File: config.mk
export PLATFORM = sky130hd
export DESIGN_NAME = udp_axi_bridge
export DESIGN_NICKNAME = d
export VERILOG_FILES = /design/src/verilog/bridge_pkg.sv /design/src/verilog/sync_fifo.sv /design/src/verilog/cmd_parser.sv /design/src/verilog/addr_issuer.sv /design/src/verilog/wrback_reporter.sv /design/src/verilog/udp_axi_bridge.sv
export SDC_FILE = /design/constraint.sdc
export NUM_CORES = 2
export LEC_CHECK = 0
export ABC_AREA = 1
export BUFFER_PORTS_ARGS = -buffer_cell sky130_fd_sc_hd__buf_2
export CAP_MARGIN = 20
export CORE_AREA = 2 2 335 337
export DETAILED_ROUTE_END_ITERATION = 7
export DIE_AREA = 0 0 337 339
export PLACE_DENSITY = 0.79
export SYNTH_ARGS = -nofsm -noshare
export SYNTH_HDL_FRONTEND = slang
export SYNTH_SLANG_ARGS = --single-unit
File: constraint.sdc
create_clock -name gmii_rx_clk -period 7 [get_ports gmii_rx_clk]
set_input_delay 1.4 -clock gmii_rx_clk [delete_from_list [all_inputs] [get_ports gmii_rx_clk]]
set_output_delay 1.4 -clock gmii_rx_clk [all_outputs]
set_load 0.01 [all_outputs]
File: src/verilog/bridge_pkg.sv
package bridge_pkg;

    typedef logic [31:0] word_t;       // one udp payload word
    typedef logic [1:0]  axi_id_t;
    typedef logic [1:0]  axi_resp_t;
    typedef logic [1:0]  axi_burst_t;
    typedef logic [15:0] byte_num_t;   // udp reply length in bytes

    // one address header after parsing, 44 bits
    typedef struct packed {
        axi_id_t    id;
        axi_burst_t burst;
        logic [7:0] len;               // beats minus one
        word_t      addr;
    } addr_cmd_t;

    localparam logic [7:0] CMD_TAG    = 8'h00;   // marks an address packet
    localparam logic [7:0] WRBACK_TAG = 8'hF0;   // top byte of each reply word

    // channel 0 is write address, channel 1 is read address
    localparam int N_CHANNELS = 2;

endpackage

File: src/verilog/sync_fifo.sv
module sync_fifo #(
    parameter type payload_t = logic [31:0],
    parameter int  DEPTH     = 16
) (
    input  logic                   gmii_rx_clk,
    input  logic                   rstn,
    input  logic                   wr_en,
    input  payload_t               wr_data,
    input  logic                   rd_en,
    output payload_t               rd_data,     // head of queue, show-ahead
    output logic                   empty,
    output logic                   full,
    output logic [$clog2(DEPTH):0] level        // stored entries
);

    localparam int PTR_W = (DEPTH > 1) ? $clog2(DEPTH) : 1;

    payload_t         mem [DEPTH];
    logic [PTR_W-1:0] wr_ptr;
    logic [PTR_W-1:0] rd_ptr;
    logic             do_wr;
    logic             do_rd;

    assign do_wr   = wr_en && !full;     // overflow ignored
    assign do_rd   = rd_en && !empty;    // underflow ignored
    assign empty   = (level == 0);
    assign full    = (level == DEPTH);
    assign rd_data = mem[rd_ptr];

    always_ff @(posedge gmii_rx_clk) begin
        if (do_wr) begin
            mem[wr_ptr] <= wr_data;
        end
    end

    always_ff @(posedge gmii_rx_clk or negedge rstn) begin
        if (!rstn) begin
            wr_ptr <= '0;
            rd_ptr <= '0;
            level  <= '0;
        end else begin
            if (do_wr) begin
                wr_ptr <= (wr_ptr == PTR_W'(DEPTH - 1)) ? '0 : wr_ptr + 1'b1;
            end
            if (do_rd) begin
                rd_ptr <= (rd_ptr == PTR_W'(DEPTH - 1)) ? '0 : rd_ptr + 1'b1;
            end
            case ({do_wr, do_rd})
                2'b10:   level <= level + 1'b1;
                2'b01:   level <= level - 1'b1;
                default: level <= level;      // both or neither
            endcase
        end
    end

endmodule

File: src/verilog/cmd_parser.sv
module cmd_parser (
    input  logic                                gmii_rx_clk,
    input  logic                                rstn,
    input  logic                                udp_rx_en,
    input  logic                                udp_rx_done,   // with last word
    input  bridge_pkg::word_t                   udp_rx_data,
    input  logic [bridge_pkg::N_CHANNELS-1:0]   full,
    output logic [bridge_pkg::N_CHANNELS-1:0]   push,
    output bridge_pkg::addr_cmd_t               cmd
);

    typedef enum logic [1:0] {
        S_FIRST,      // waiting for header word one
        S_SECOND,     // waiting for the address word
        S_DISCARD     // rest of a foreign packet
    } state_t;

    state_t                              state;
    logic                                pkt_first;   // next word opens a packet
    bridge_pkg::word_t                   hdr;
    logic [bridge_pkg::N_CHANNELS-1:0]   route;

    // write flag set goes to channel 0, clear to channel 1
    always_comb begin
        route = '0;
        if (hdr[16]) begin
            route[0] = 1'b1;
        end else begin
            route[1] = 1'b1;
        end
    end

    always_ff @(posedge gmii_rx_clk or negedge rstn) begin
        if (!rstn) begin
            state     <= S_FIRST;
            pkt_first <= 1'b1;
            push      <= '0;
        end else begin
            push <= '0;                              // single cycle strobe
            if (udp_rx_en) begin
                pkt_first <= udp_rx_done;
                case (state)
                    S_FIRST: begin
                        if (udp_rx_done) begin
                            state <= S_FIRST;        // odd trailing word
                        end else if (pkt_first &&
                                     udp_rx_data[31:24] != bridge_pkg::CMD_TAG) begin
                            state <= S_DISCARD;
                        end else begin
                            state <= S_SECOND;
                        end
                    end
                    S_SECOND: begin
                        push  <= route & ~full;      // dropped when issuer is full
                        state <= S_FIRST;
                    end
                    S_DISCARD: begin
                        if (udp_rx_done) begin
                            state <= S_FIRST;
                        end
                    end
                    default: state <= S_FIRST;
                endcase
            end
        end
    end

    // header word one is held until its address arrives
    always_ff @(posedge gmii_rx_clk) begin
        if (udp_rx_en && state == S_FIRST) begin
            hdr <= udp_rx_data;
        end
    end

    always_ff @(posedge gmii_rx_clk) begin
        if (udp_rx_en && state == S_SECOND) begin
            cmd.burst <= hdr[23:22];
            cmd.id    <= hdr[21:20];
            cmd.len   <= hdr[15:8];
            cmd.addr  <= udp_rx_data;
        end
    end

endmodule

File: src/verilog/addr_issuer.sv
module addr_issuer #(
    parameter int DEPTH = 16
) (
    input  logic                  gmii_rx_clk,
    input  logic                  rstn,
    input  logic                  push,
    input  bridge_pkg::addr_cmd_t cmd,
    output logic                  full,
    output logic                  valid,
    input  logic                  ready,
    output bridge_pkg::addr_cmd_t out_cmd
);

    bridge_pkg::addr_cmd_t head;
    logic                  empty;
    logic                  pop;

    // next command leaves the queue only while the channel is idle
    assign pop = !valid && !empty;

    sync_fifo #(
        .payload_t (bridge_pkg::addr_cmd_t),
        .DEPTH     (DEPTH)
    ) u_cmd_fifo (
        .gmii_rx_clk (gmii_rx_clk),
        .rstn        (rstn),
        .wr_en       (push),
        .wr_data     (cmd),
        .rd_en       (pop),
        .rd_data     (head),
        .empty       (empty),
        .full        (full),
        .level       ()
    );

    always_ff @(posedge gmii_rx_clk or negedge rstn) begin
        if (!rstn) begin
            valid <= 1'b0;
        end else if (pop) begin
            valid <= 1'b1;          // one cycle after the pop
        end else if (ready) begin
            valid <= 1'b0;          // handshake done
        end
    end

    // fields stay put until the next pop
    always_ff @(posedge gmii_rx_clk) begin
        if (pop) begin
            out_cmd <= head;
        end
    end

endmodule

File: src/verilog/wrback_reporter.sv
module wrback_reporter #(
    parameter int DEPTH = 16
) (
    input  logic                  gmii_rx_clk,
    input  logic                  rstn,
    input  logic                  bvalid,
    output logic                  bready,
    input  bridge_pkg::axi_id_t   bid,
    input  bridge_pkg::axi_resp_t bresp,
    input  logic                  udp_tx_req,     // one word per cycle
    input  logic                  udp_tx_done,
    output logic                  udp_tx_start,
    output bridge_pkg::word_t     udp_tx_data,
    output bridge_pkg::byte_num_t udp_tx_byte_num
);

    typedef enum logic {
        TX_IDLE,
        TX_SEND
    } tx_state_t;

    tx_state_t                tx_state;
    logic                     ready_en;     // low until first edge after reset
    logic                     full;
    logic                     empty;
    logic [$clog2(DEPTH):0]   level;
    logic                     resp_push;
    logic                     resp_pop;
    bridge_pkg::word_t        resp_word;

    assign bready    = ready_en && !full;
    assign resp_push = bvalid && bready;
    assign resp_pop  = (tx_state == TX_SEND) && udp_tx_req;

    assign resp_word = {bridge_pkg::WRBACK_TAG, 6'b0, bid, 6'b0, bresp, 8'h00};

    sync_fifo #(
        .payload_t (bridge_pkg::word_t),
        .DEPTH     (DEPTH)
    ) u_resp_fifo (
        .gmii_rx_clk (gmii_rx_clk),
        .rstn        (rstn),
        .wr_en       (resp_push),
        .wr_data     (resp_word),
        .rd_en       (resp_pop),
        .rd_data     (udp_tx_data),   // head shown during each req
        .empty       (empty),
        .full        (full),
        .level       (level)
    );

    always_ff @(posedge gmii_rx_clk or negedge rstn) begin
        if (!rstn) begin
            ready_en <= 1'b0;
        end else begin
            ready_en <= 1'b1;
        end
    end

    always_ff @(posedge gmii_rx_clk or negedge rstn) begin
        if (!rstn) begin
            tx_state        <= TX_IDLE;
            udp_tx_start    <= 1'b0;
            udp_tx_byte_num <= '0;
        end else begin
            udp_tx_start <= 1'b0;
            case (tx_state)
                TX_IDLE: begin
                    if (!empty) begin
                        udp_tx_start    <= 1'b1;
                        // later arrivals wait for the next reply
                        udp_tx_byte_num <= bridge_pkg::byte_num_t'({level, 2'b00});
                        tx_state        <= TX_SEND;
                    end
                end
                TX_SEND: begin
                    if (udp_tx_done) begin
                        tx_state <= TX_IDLE;
                    end
                end
                default: tx_state <= TX_IDLE;
            endcase
        end
    end

endmodule

File: src/verilog/udp_axi_bridge.sv
module udp_axi_bridge #(
    parameter int ADDR_FIFO_DEPTH   = 16,
    parameter int WRBACK_FIFO_DEPTH = 16
) (
    input  logic                   gmii_rx_clk,
    input  logic                   rstn,

    input  logic                   udp_rx_en,
    input  logic                   udp_rx_done,
    input  bridge_pkg::word_t      udp_rx_data,

    input  logic                   udp_tx_req,
    input  logic                   udp_tx_done,
    output logic                   udp_tx_start,
    output bridge_pkg::word_t      udp_tx_data,
    output bridge_pkg::byte_num_t  udp_tx_byte_num,

    output bridge_pkg::axi_id_t    master_wr_addr_id,
    output bridge_pkg::word_t      master_wr_addr,
    output logic [7:0]             master_wr_addr_len,
    output bridge_pkg::axi_burst_t master_wr_addr_burst,
    output logic                   master_wr_addr_valid,
    input  logic                   master_wr_addr_ready,

    output bridge_pkg::axi_id_t    master_rd_addr_id,
    output bridge_pkg::word_t      master_rd_addr,
    output logic [7:0]             master_rd_addr_len,
    output bridge_pkg::axi_burst_t master_rd_addr_burst,
    output logic                   master_rd_addr_valid,
    input  logic                   master_rd_addr_ready,

    input  bridge_pkg::axi_id_t    master_wr_back_id,
    input  bridge_pkg::axi_resp_t  master_wr_back_resp,
    input  logic                   master_wr_back_valid,
    output logic                   master_wr_back_ready
);

    localparam int N = bridge_pkg::N_CHANNELS;

    logic [N-1:0]          cmd_push;
    logic [N-1:0]          cmd_full;
    logic [N-1:0]          ch_valid;
    logic [N-1:0]          ch_ready;
    bridge_pkg::addr_cmd_t parsed_cmd;
    bridge_pkg::addr_cmd_t ch_cmd [N];

    cmd_parser u_parser (
        .gmii_rx_clk (gmii_rx_clk),
        .rstn        (rstn),
        .udp_rx_en   (udp_rx_en),
        .udp_rx_done (udp_rx_done),
        .udp_rx_data (udp_rx_data),
        .full        (cmd_full),
        .push        (cmd_push),
        .cmd         (parsed_cmd)
    );

    // index 0 write address, index 1 read address
    for (genvar i = 0; i < N; i++) begin : g_issuer
        addr_issuer #(
            .DEPTH (ADDR_FIFO_DEPTH)
        ) u_issuer (
            .gmii_rx_clk (gmii_rx_clk),
            .rstn        (rstn),
            .push        (cmd_push[i]),
            .cmd         (parsed_cmd),
            .full        (cmd_full[i]),
            .valid       (ch_valid[i]),
            .ready       (ch_ready[i]),
            .out_cmd     (ch_cmd[i])
        );
    end

    assign ch_ready = {master_rd_addr_ready, master_wr_addr_ready};

    assign master_wr_addr_valid = ch_valid[0];
    assign master_wr_addr_id    = ch_cmd[0].id;
    assign master_wr_addr       = ch_cmd[0].addr;
    assign master_wr_addr_len   = ch_cmd[0].len;
    assign master_wr_addr_burst = ch_cmd[0].burst;

    assign master_rd_addr_valid = ch_valid[1];
    assign master_rd_addr_id    = ch_cmd[1].id;
    assign master_rd_addr       = ch_cmd[1].addr;
    assign master_rd_addr_len   = ch_cmd[1].len;
    assign master_rd_addr_burst = ch_cmd[1].burst;

    wrback_reporter #(
        .DEPTH (WRBACK_FIFO_DEPTH)
    ) u_reporter (
        .gmii_rx_clk     (gmii_rx_clk),
        .rstn            (rstn),
        .bvalid          (master_wr_back_valid),
        .bready          (master_wr_back_ready),
        .bid             (master_wr_back_id),
        .bresp           (master_wr_back_resp),
        .udp_tx_req      (udp_tx_req),
        .udp_tx_done     (udp_tx_done),
        .udp_tx_start    (udp_tx_start),
        .udp_tx_data     (udp_tx_data),
        .udp_tx_byte_num (udp_tx_byte_num)
    );

endmodule

# Yosys cells after proc, flatten, opt, wreduce, memory -nomap -nowiden
# Memory sizes are Yosys's and may differ from the RTL's. A register that Yosys moved wholly into a read port is not among the register bits.
# Cells that the tools add are included.
# word_totals
reg_bits	122
mem_bits_rw	1472
in_bits	45
output_inout_bits	140
elab_cells	125
n_memories	3
# mem_list
name	words	word_bits	rd	rd_ports_with_merged_regs	write_ports	line	rtl
g_issuer[0].u_issuer.u_cmd_fifo.mem	16	44	1	1	1	sync_fifo.sv:18	payload_t mem [DEPTH];
g_issuer[1].u_issuer.u_cmd_fifo.mem	16	44	1	1	1	sync_fifo.sv:18	
u_reporter.u_resp_fifo.mem	16	4	1	0	1	sync_fifo.sv:18	
# classes
add_sub_neg	12
eq_ne	18
n_mux	31
bitwise_logic	4
n_reduce_logical	34
# ops
op	count
one-hot mux 5 bit (2 select lines)	3
adder 4 x 1 -> 4 bit (second input constant)	6
== test 4 bit (second input constant)	6
2-to-1 mux 4 bit	6
adder 5 x 1 -> 5 bit (second input constant)	3
== test 5 bit (second input constant)	3
logical NOT 5 bit	3
2-to-1 mux 1 bit	15
subtractor 5 x 1 -> 5 bit (second input constant)	3
logical AND 1 bit	14
2-to-1 mux 2 bit	5
nonzero test 2 bit	5
== test 2 x 1 -> 1 bit (second input constant)	4
== test 2 bit (second input constant)	4
logical NOT 1 bit	8
nonzero test 8 bit	1
one-hot mux 2 bit (2 select lines)	1
AND reduction 2 bit	2
AND 2 bit	1
logical NOT 2 bit	1
inequality test 2 bit (second input constant)	1
inverter 1 bit	2
inverter 2 bit	1
one-hot mux 1 bit (2 select lines)	1

# Logic depth before layout (Yosys ltp)
# logic_depth
depth_word	7
depth_mapped	16
depth_no_buf	16

# Cells and area by module
# From an unflattened synthesis, not the netlist that was laid out.
# hier_totals
cells_unflattened	8544
area_unflattened_um2	89767.3
# by_module_without_submodules
mod	instances	cells_per_inst	area_each_um2	seq_area_each_um2
sync_fifo (g_issuer[1].u_issuer.u_cmd_fifo)	1	3127	31323.8	21465.6
sync_fifo (g_issuer[0].u_issuer.u_cmd_fifo)	1	2868	30140.2	21465.6
sync_fifo (u_reporter.u_resp_fifo)	1	2310	23178.5	15700.1
addr_issuer	2	52	1377.6	1346.3
cmd_parser	1	90	1966.9	1838.0
wrback_reporter	1	45	402.9	200.2

# Worst setup path before layout
# No wires, ideal clock.
# synth_path
kind	input port to flip-flop
from	in udp_rx_en
to	reg, netlist name u_parser.cmd[0]
setup_time_ps	448
arrival_ps	3364
required_time_ps	6552
setup_slack_ps	3188
cell_stages	2
path_buffers	0
path_cell_list	nand2_1 > nor2_1
# synth_via
elab_chain_len	1
# synth_rtl
element	line	rtl
start: declaration	udp_axi_bridge.sv:8	input logic udp_rx_en,
logical AND 1 bit	cmd_parser.sv:76	if (udp_rx_en && state == S_SECOND) begin
# Every way passes these cells.
# A chain may end at the register's enable or synchronous reset.

# Worst setup path in the final report
# layout_path
from	reg u_reporter.u_resp_fifo.rd_ptr[0]
to	out udp_tx_data[17]
# layout_via
elab_chain_len	1
# layout_rtl
element	line	rtl
start: declaration	sync_fifo.sv:20	logic [PTR_W-1:0] rd_ptr;
start signal: assignment	sync_fifo.sv:46	rd_ptr <= (rd_ptr == PTR_W'(DEPTH - 1)) ? '0 : rd_ptr + 1'b1;
memory read (16 x 4 bit)	n/a	
end: declaration	udp_axi_bridge.sv:15	output bridge_pkg::word_t udp_tx_data,
# Every way passes these cells.

==> load_flow_metrics.sql <==
INSERT INTO impl_metrics (metric_group, metric, value, unit) VALUES
('setup_path', 'rrSetupSlack', '3.27', 'ns'),
('detailed_routing', 'detail_route.wirelength.met1', '61200', 'µm'),
('grt', 'grt_pass1_vias', '40800', ''),
('cts', 'clock_tree_from_tritoncts', 'done', ''),
('yosys', 'syn_avg_cell_area', '12.4', 'µm²'),
('power_and_ir_drop', 'proportion_of_power_drawn_by_combinational_gates', '28.3', '%'),
('timing', 'tightestPinTransition', '1.15', 'ns'),
('yosys', 'netlist_area', '0.0660', 'mm²'),
('grt', 'grt_pass1_wl', '239000', 'µm'),
('setup_path', 'worst_setup_path_end_kind', 'output pin', ''),
('run_status', 'run_status', 'finished clean', ''),
('die', 'io-pin-count', '185', ''),
('power_and_ir_drop', 'netSwitchingPower', '9.93', 'mW'),
('grt', 'grt.total_usage', '27.8', '%'),
('final_layout', 'multi_input_area', '0.0143', 'mm²'),
('placed_design', 'place_congestion', '0.845', ''),
('min_path', 'min-delay-start', 'u_parser.hdr[8]', ''),
('detailed_routing', 'route.met2.wl', '75200', 'µm'),
('final_layout', 'layout.nets', '5490', ''),
('yosys', 'seq_total_area_yosys', '75.6', '%'),
('setup_path', 'crit_fanout', '36', ''),
('final_layout', 'syn2layout_area_growth', '10.9', '%'),
('min_path', 'min_path_type', 'reg2reg', ''),
('placed_design', 'placedCellCount', '6726', ''),
('timing', 'totalNegativeSetupSlack', '0', 'ns'),
('timing', 'final_max_slew_viol_count', '0', ''),
('cts', 'cts_num_sinks', '1671', ''),
('power_and_ir_drop', 'seqPwrFrac', '43.2', '%'),
('yosys', 'ys_dominant_reg_cell', 'sky130_fd_sc_hd__edfxtp_1', ''),
('detailed_routing', 'number_of_iterations_in_the_first_detailed_routing_pass', '6', ''),
('detailed_routing', 'drt-wirelength-per-cell', '22.7', 'µm'),
('die', 'die-width', '337', 'µm'),
('min_path', 'worst_hold_path.endpoint', 'u_parser.cmd[32]', ''),
('cts', 'postCtsHoldBufs', '0', ''),
('placed_design', 'place_hpwl', '80300', 'µm'),
('setup_path', 'ordered_cell_list_for_the_critical_path', 'inv_1 > o21ai_0 > nand2_1 > nand2_1 > nand2_1 > inv_1 > nand2_1 > buf_2', ''),
('grt', 'grt_remaining_overflow', '0', ''),
('power_and_ir_drop', 'power_switching_share', '34.6', '%'),
('final_layout', 'instances_no_fill', '7029', ''),
('detailed_routing', 'via_per_inst', '5.98', ''),
('setup_path', 'critical_path.top_delay_family', 'flip-flops', ''),
('setup_path', 'max_stage_delay', '1.06', 'ns'),
('setup_path', 'worstPathRequired', '5.60', 'ns'),
('placed_design', 'place.port_buffers', '145', ''),
('final_layout', 'filler_cell_count', '7334', ''),
('detailed_routing', 'met3RoutedLength', '18000', 'µm'),
('cts', 'clockRootBuffer', 'sky130_fd_sc_hd__clkbuf_16', ''),
('power_and_ir_drop', 'power_per_standard_cell_area', '392', 'mW/mm²'),
('cts', 'clk_pin_slew', '0.06', 'ns'),
('timing', 'unrepaired_setup_endpoints_after_global_routing', 'no', ''),
('cts', 'cts-resized-gates', '0', ''),
('final_layout', 'ff_latch_area', '0.0499', 'mm²'),
('timing', 'report.final.setup_viol', '0', ''),
('timing', 'final-hold-violation-count', '0', ''),
('final_layout', 'layout-drive-gt1-share', '8.94', '%'),
('min_path', 'whs_path_depth', '0', ''),
('timing', 'final.min_clock_period', '4.64', 'ns'),
('setup_path', 'crit_path_top_delay_cell', 'sky130_fd_sc_hd__dfrtp_1', ''),
('detailed_routing', 'route.vias.total', '42000', ''),
('yosys', 'ff_latch_count_synth', '1671', ''),
('detailed_routing', 'highest_layer', 'met5', ''),
('detailed_routing', 'remaining_drc_errors', '0', ''),
('setup_path', 'worst-endpoint-arrival', '3.24', 'ns'),
('detailed_routing', 'detail_route.iter0.violations', '5247', ''),
('cts', 'clkLatencyLatePin', '0.77', 'ns'),
('power_and_ir_drop', 'irDropWorstVdd', '0.000515', 'V'),
('die', 'design.core.area', '0.110', 'mm²'),
('cts', 'h-tree-depth', '4', ''),
('timing', 'maximum_clock_skew_at_final_layout', '0.0338', 'ns'),
('yosys', 'syn_inst', '5317', ''),
('power_and_ir_drop', 'p_leak', '25.8', 'nW');
==> worst max-delay path by stage <==
stage / from / end / slack [ns] / depth (start not counted)
floorplan: udp_rx_en / u_parser.cmd[0] / 3.19 / 2
global placement: u_reporter.u_resp_fifo.rd_ptr[0] / udp_tx_data[8] / 3.32 / 8
detailed placement: u_reporter.u_resp_fifo.rd_ptr[0] / udp_tx_data[17] / 3.23 / 8
CTS: u_reporter.u_resp_fifo.rd_ptr[0] / udp_tx_data[17] / 2.40 / 8
global route: u_reporter.u_resp_fifo.rd_ptr[0] / udp_tx_data[9] / 2.07 / 8
finish: u_reporter.u_resp_fifo.rd_ptr[0] / udp_tx_data[17] / 2.36 / 8
==> power groups by stage <==
stage               clock [mW]  sequential [mW]  combinational (mW)
floorplan                    0             12.3                5.66
global placement             0             12.6                7.60
detailed placement           0             12.6                7.90
CTS                       8.24             12.4                7.99
global route              8.61             12.5                9.03
finish                    8.17             12.4                8.12
==> cells in the mapped netlist (53+ instances only) <==
cell type	count	area, µm²
sky130_fd_sc_hd__a21oi_1	196	981
sky130_fd_sc_hd__buf_2	121	606
sky130_fd_sc_hd__clkbuf_1	141	529
sky130_fd_sc_hd__dfrtp_1	53	1330
sky130_fd_sc_hd__edfxtp_1	1617	48600
sky130_fd_sc_hd__inv_1	150	563
sky130_fd_sc_hd__nand2_1	906	3400
sky130_fd_sc_hd__nand3_1	260	1300
sky130_fd_sc_hd__nor2_1	1040	3900
sky130_fd_sc_hd__o211ai_1	89	668
sky130_fd_sc_hd__o21ai_0	541	2710
sky130_fd_sc_hd__o21ai_1	53	265
==> cell families after synthesis <==
logic type	Yosys count	synth area share [%]
xor gates and xnor gates	13	0.173
and+or+nand+nor	2237	13.3
adders and majority gates	29	0.573
other	2	0.0114
DFF	1671	75.6
AOI/OAI and AO/OA	880	7.02
buffers and inverters	485	3.26
==> cells in the final DEF (no fill, tap or decap), types with 5 or more instances in the layout <==
master	synthesis	final
sky130_fd_sc_hd__xor2_1	9	9
sky130_fd_sc_hd__buf_16	0	5
sky130_fd_sc_hd__edfxtp_1	1617	1617
sky130_fd_sc_hd__clkinvlp_4	0	5
sky130_fd_sc_hd__ha_1	27	27
sky130_fd_sc_hd__clkbuf_16	0	167
sky130_fd_sc_hd__buf_2	121	145
sky130_fd_sc_hd__nor2_1	1040	1006
sky130_fd_sc_hd__buf_8	0	12
sky130_fd_sc_hd__dfrtp_1	53	47
sky130_fd_sc_hd__clkbuf_1	141	33
sky130_fd_sc_hd__nor3_1	14	13
sky130_fd_sc_hd__nand2_1	906	905
sky130_fd_sc_hd__a21oi_1	196	196
sky130_fd_sc_hd__bufinv_16	0	7
sky130_fd_sc_hd__conb_1	2	40
sky130_fd_sc_hd__nand4_1	11	11
sky130_fd_sc_hd__inv_6	0	6
sky130_fd_sc_hd__inv_2	7	6
sky130_fd_sc_hd__o21ai_1	53	53
sky130_fd_sc_hd__nand3_1	260	260
sky130_fd_sc_hd__inv_1	150	147
sky130_fd_sc_hd__clkinv_2	0	28
sky130_fd_sc_hd__clkinv_1	2	39
sky130_fd_sc_hd__buf_4	45	62
sky130_fd_sc_hd__o21ai_0	541	541
sky130_fd_sc_hd__nor2_4	1	35
sky130_fd_sc_hd__o211ai_1	89	89
==> layout make-up <==
class | instances | area share [%]
flip-flops and latches | 1671 | 68.2
multi-input cells | 3199 | 19.6
clock buffers | 203 | 5.94
well taps | 1488 | 2.54
repair buffers | 225 | 2.09
inverters | 159 | 0.850
clock inverters | 83 | 0.798
diodes | 1 | 0.00342
==> worst reg2reg max path: stages (launching register included) <==
cell and delay (ns):
sky130_fd_sc_hd__dfrtp_2 0.89, sky130_fd_sc_hd__buf_4 0.62, sky130_fd_sc_hd__clkinv_2 0.85, sky130_fd_sc_hd__buf_4 0.64, sky130_fd_sc_hd__o21ai_0 0.21, sky130_fd_sc_hd__o211ai_1 0.13
sky130_fd_sc_hd__nand2_1 0.10, sky130_fd_sc_hd__nand2_1 0.05
==> metrics by stage <==
stage                     utilization (%)  instance area [µm²]  hold WS (ns)  worst slack, ns
after floorplan                         -                66100         0.395             3.19
after global placement               61.6                67900         0.402             3.32
after detailed placement             61.6                68000         0.405             3.23
after CTS                            66.1                72900         0.399             2.40
after global routing                 66.3                73200         0.422             2.07
final                                66.3                73200         0.404             2.36
==> state kept, by name, summed over array words and instances, names as in the netlist, 2 cells and up <==
register / cells
g_issuer.u_issuer.out_cmd: 88
g_issuer.u_issuer.u_cmd_fifo.level: 10
g_issuer.u_issuer.u_cmd_fifo.mem: 1408
g_issuer.u_issuer.u_cmd_fifo.rd_ptr: 8
g_issuer.u_issuer.u_cmd_fifo.wr_ptr: 8
g_issuer.u_issuer.valid: 2
u_parser.cmd: 44
u_parser.hdr: 13
u_parser.push: 2
u_parser.state: 2
u_reporter.u_resp_fifo.level: 5
u_reporter.u_resp_fifo.mem: 64
u_reporter.u_resp_fifo.rd_ptr: 4
u_reporter.u_resp_fifo.wr_ptr: 4
u_reporter.udp_tx_byte_num: 5
==> layer usage <==
layer | up-vias | GRT usage (%)
met1 | 20400 | 39.2
met3 | 356 | 5.32
met5 | - | 0
met4 | 10 | 9.68
li1 | 18700 | -
met2 | 2496 | 43.9
Power figures use the tool's default switching activity.
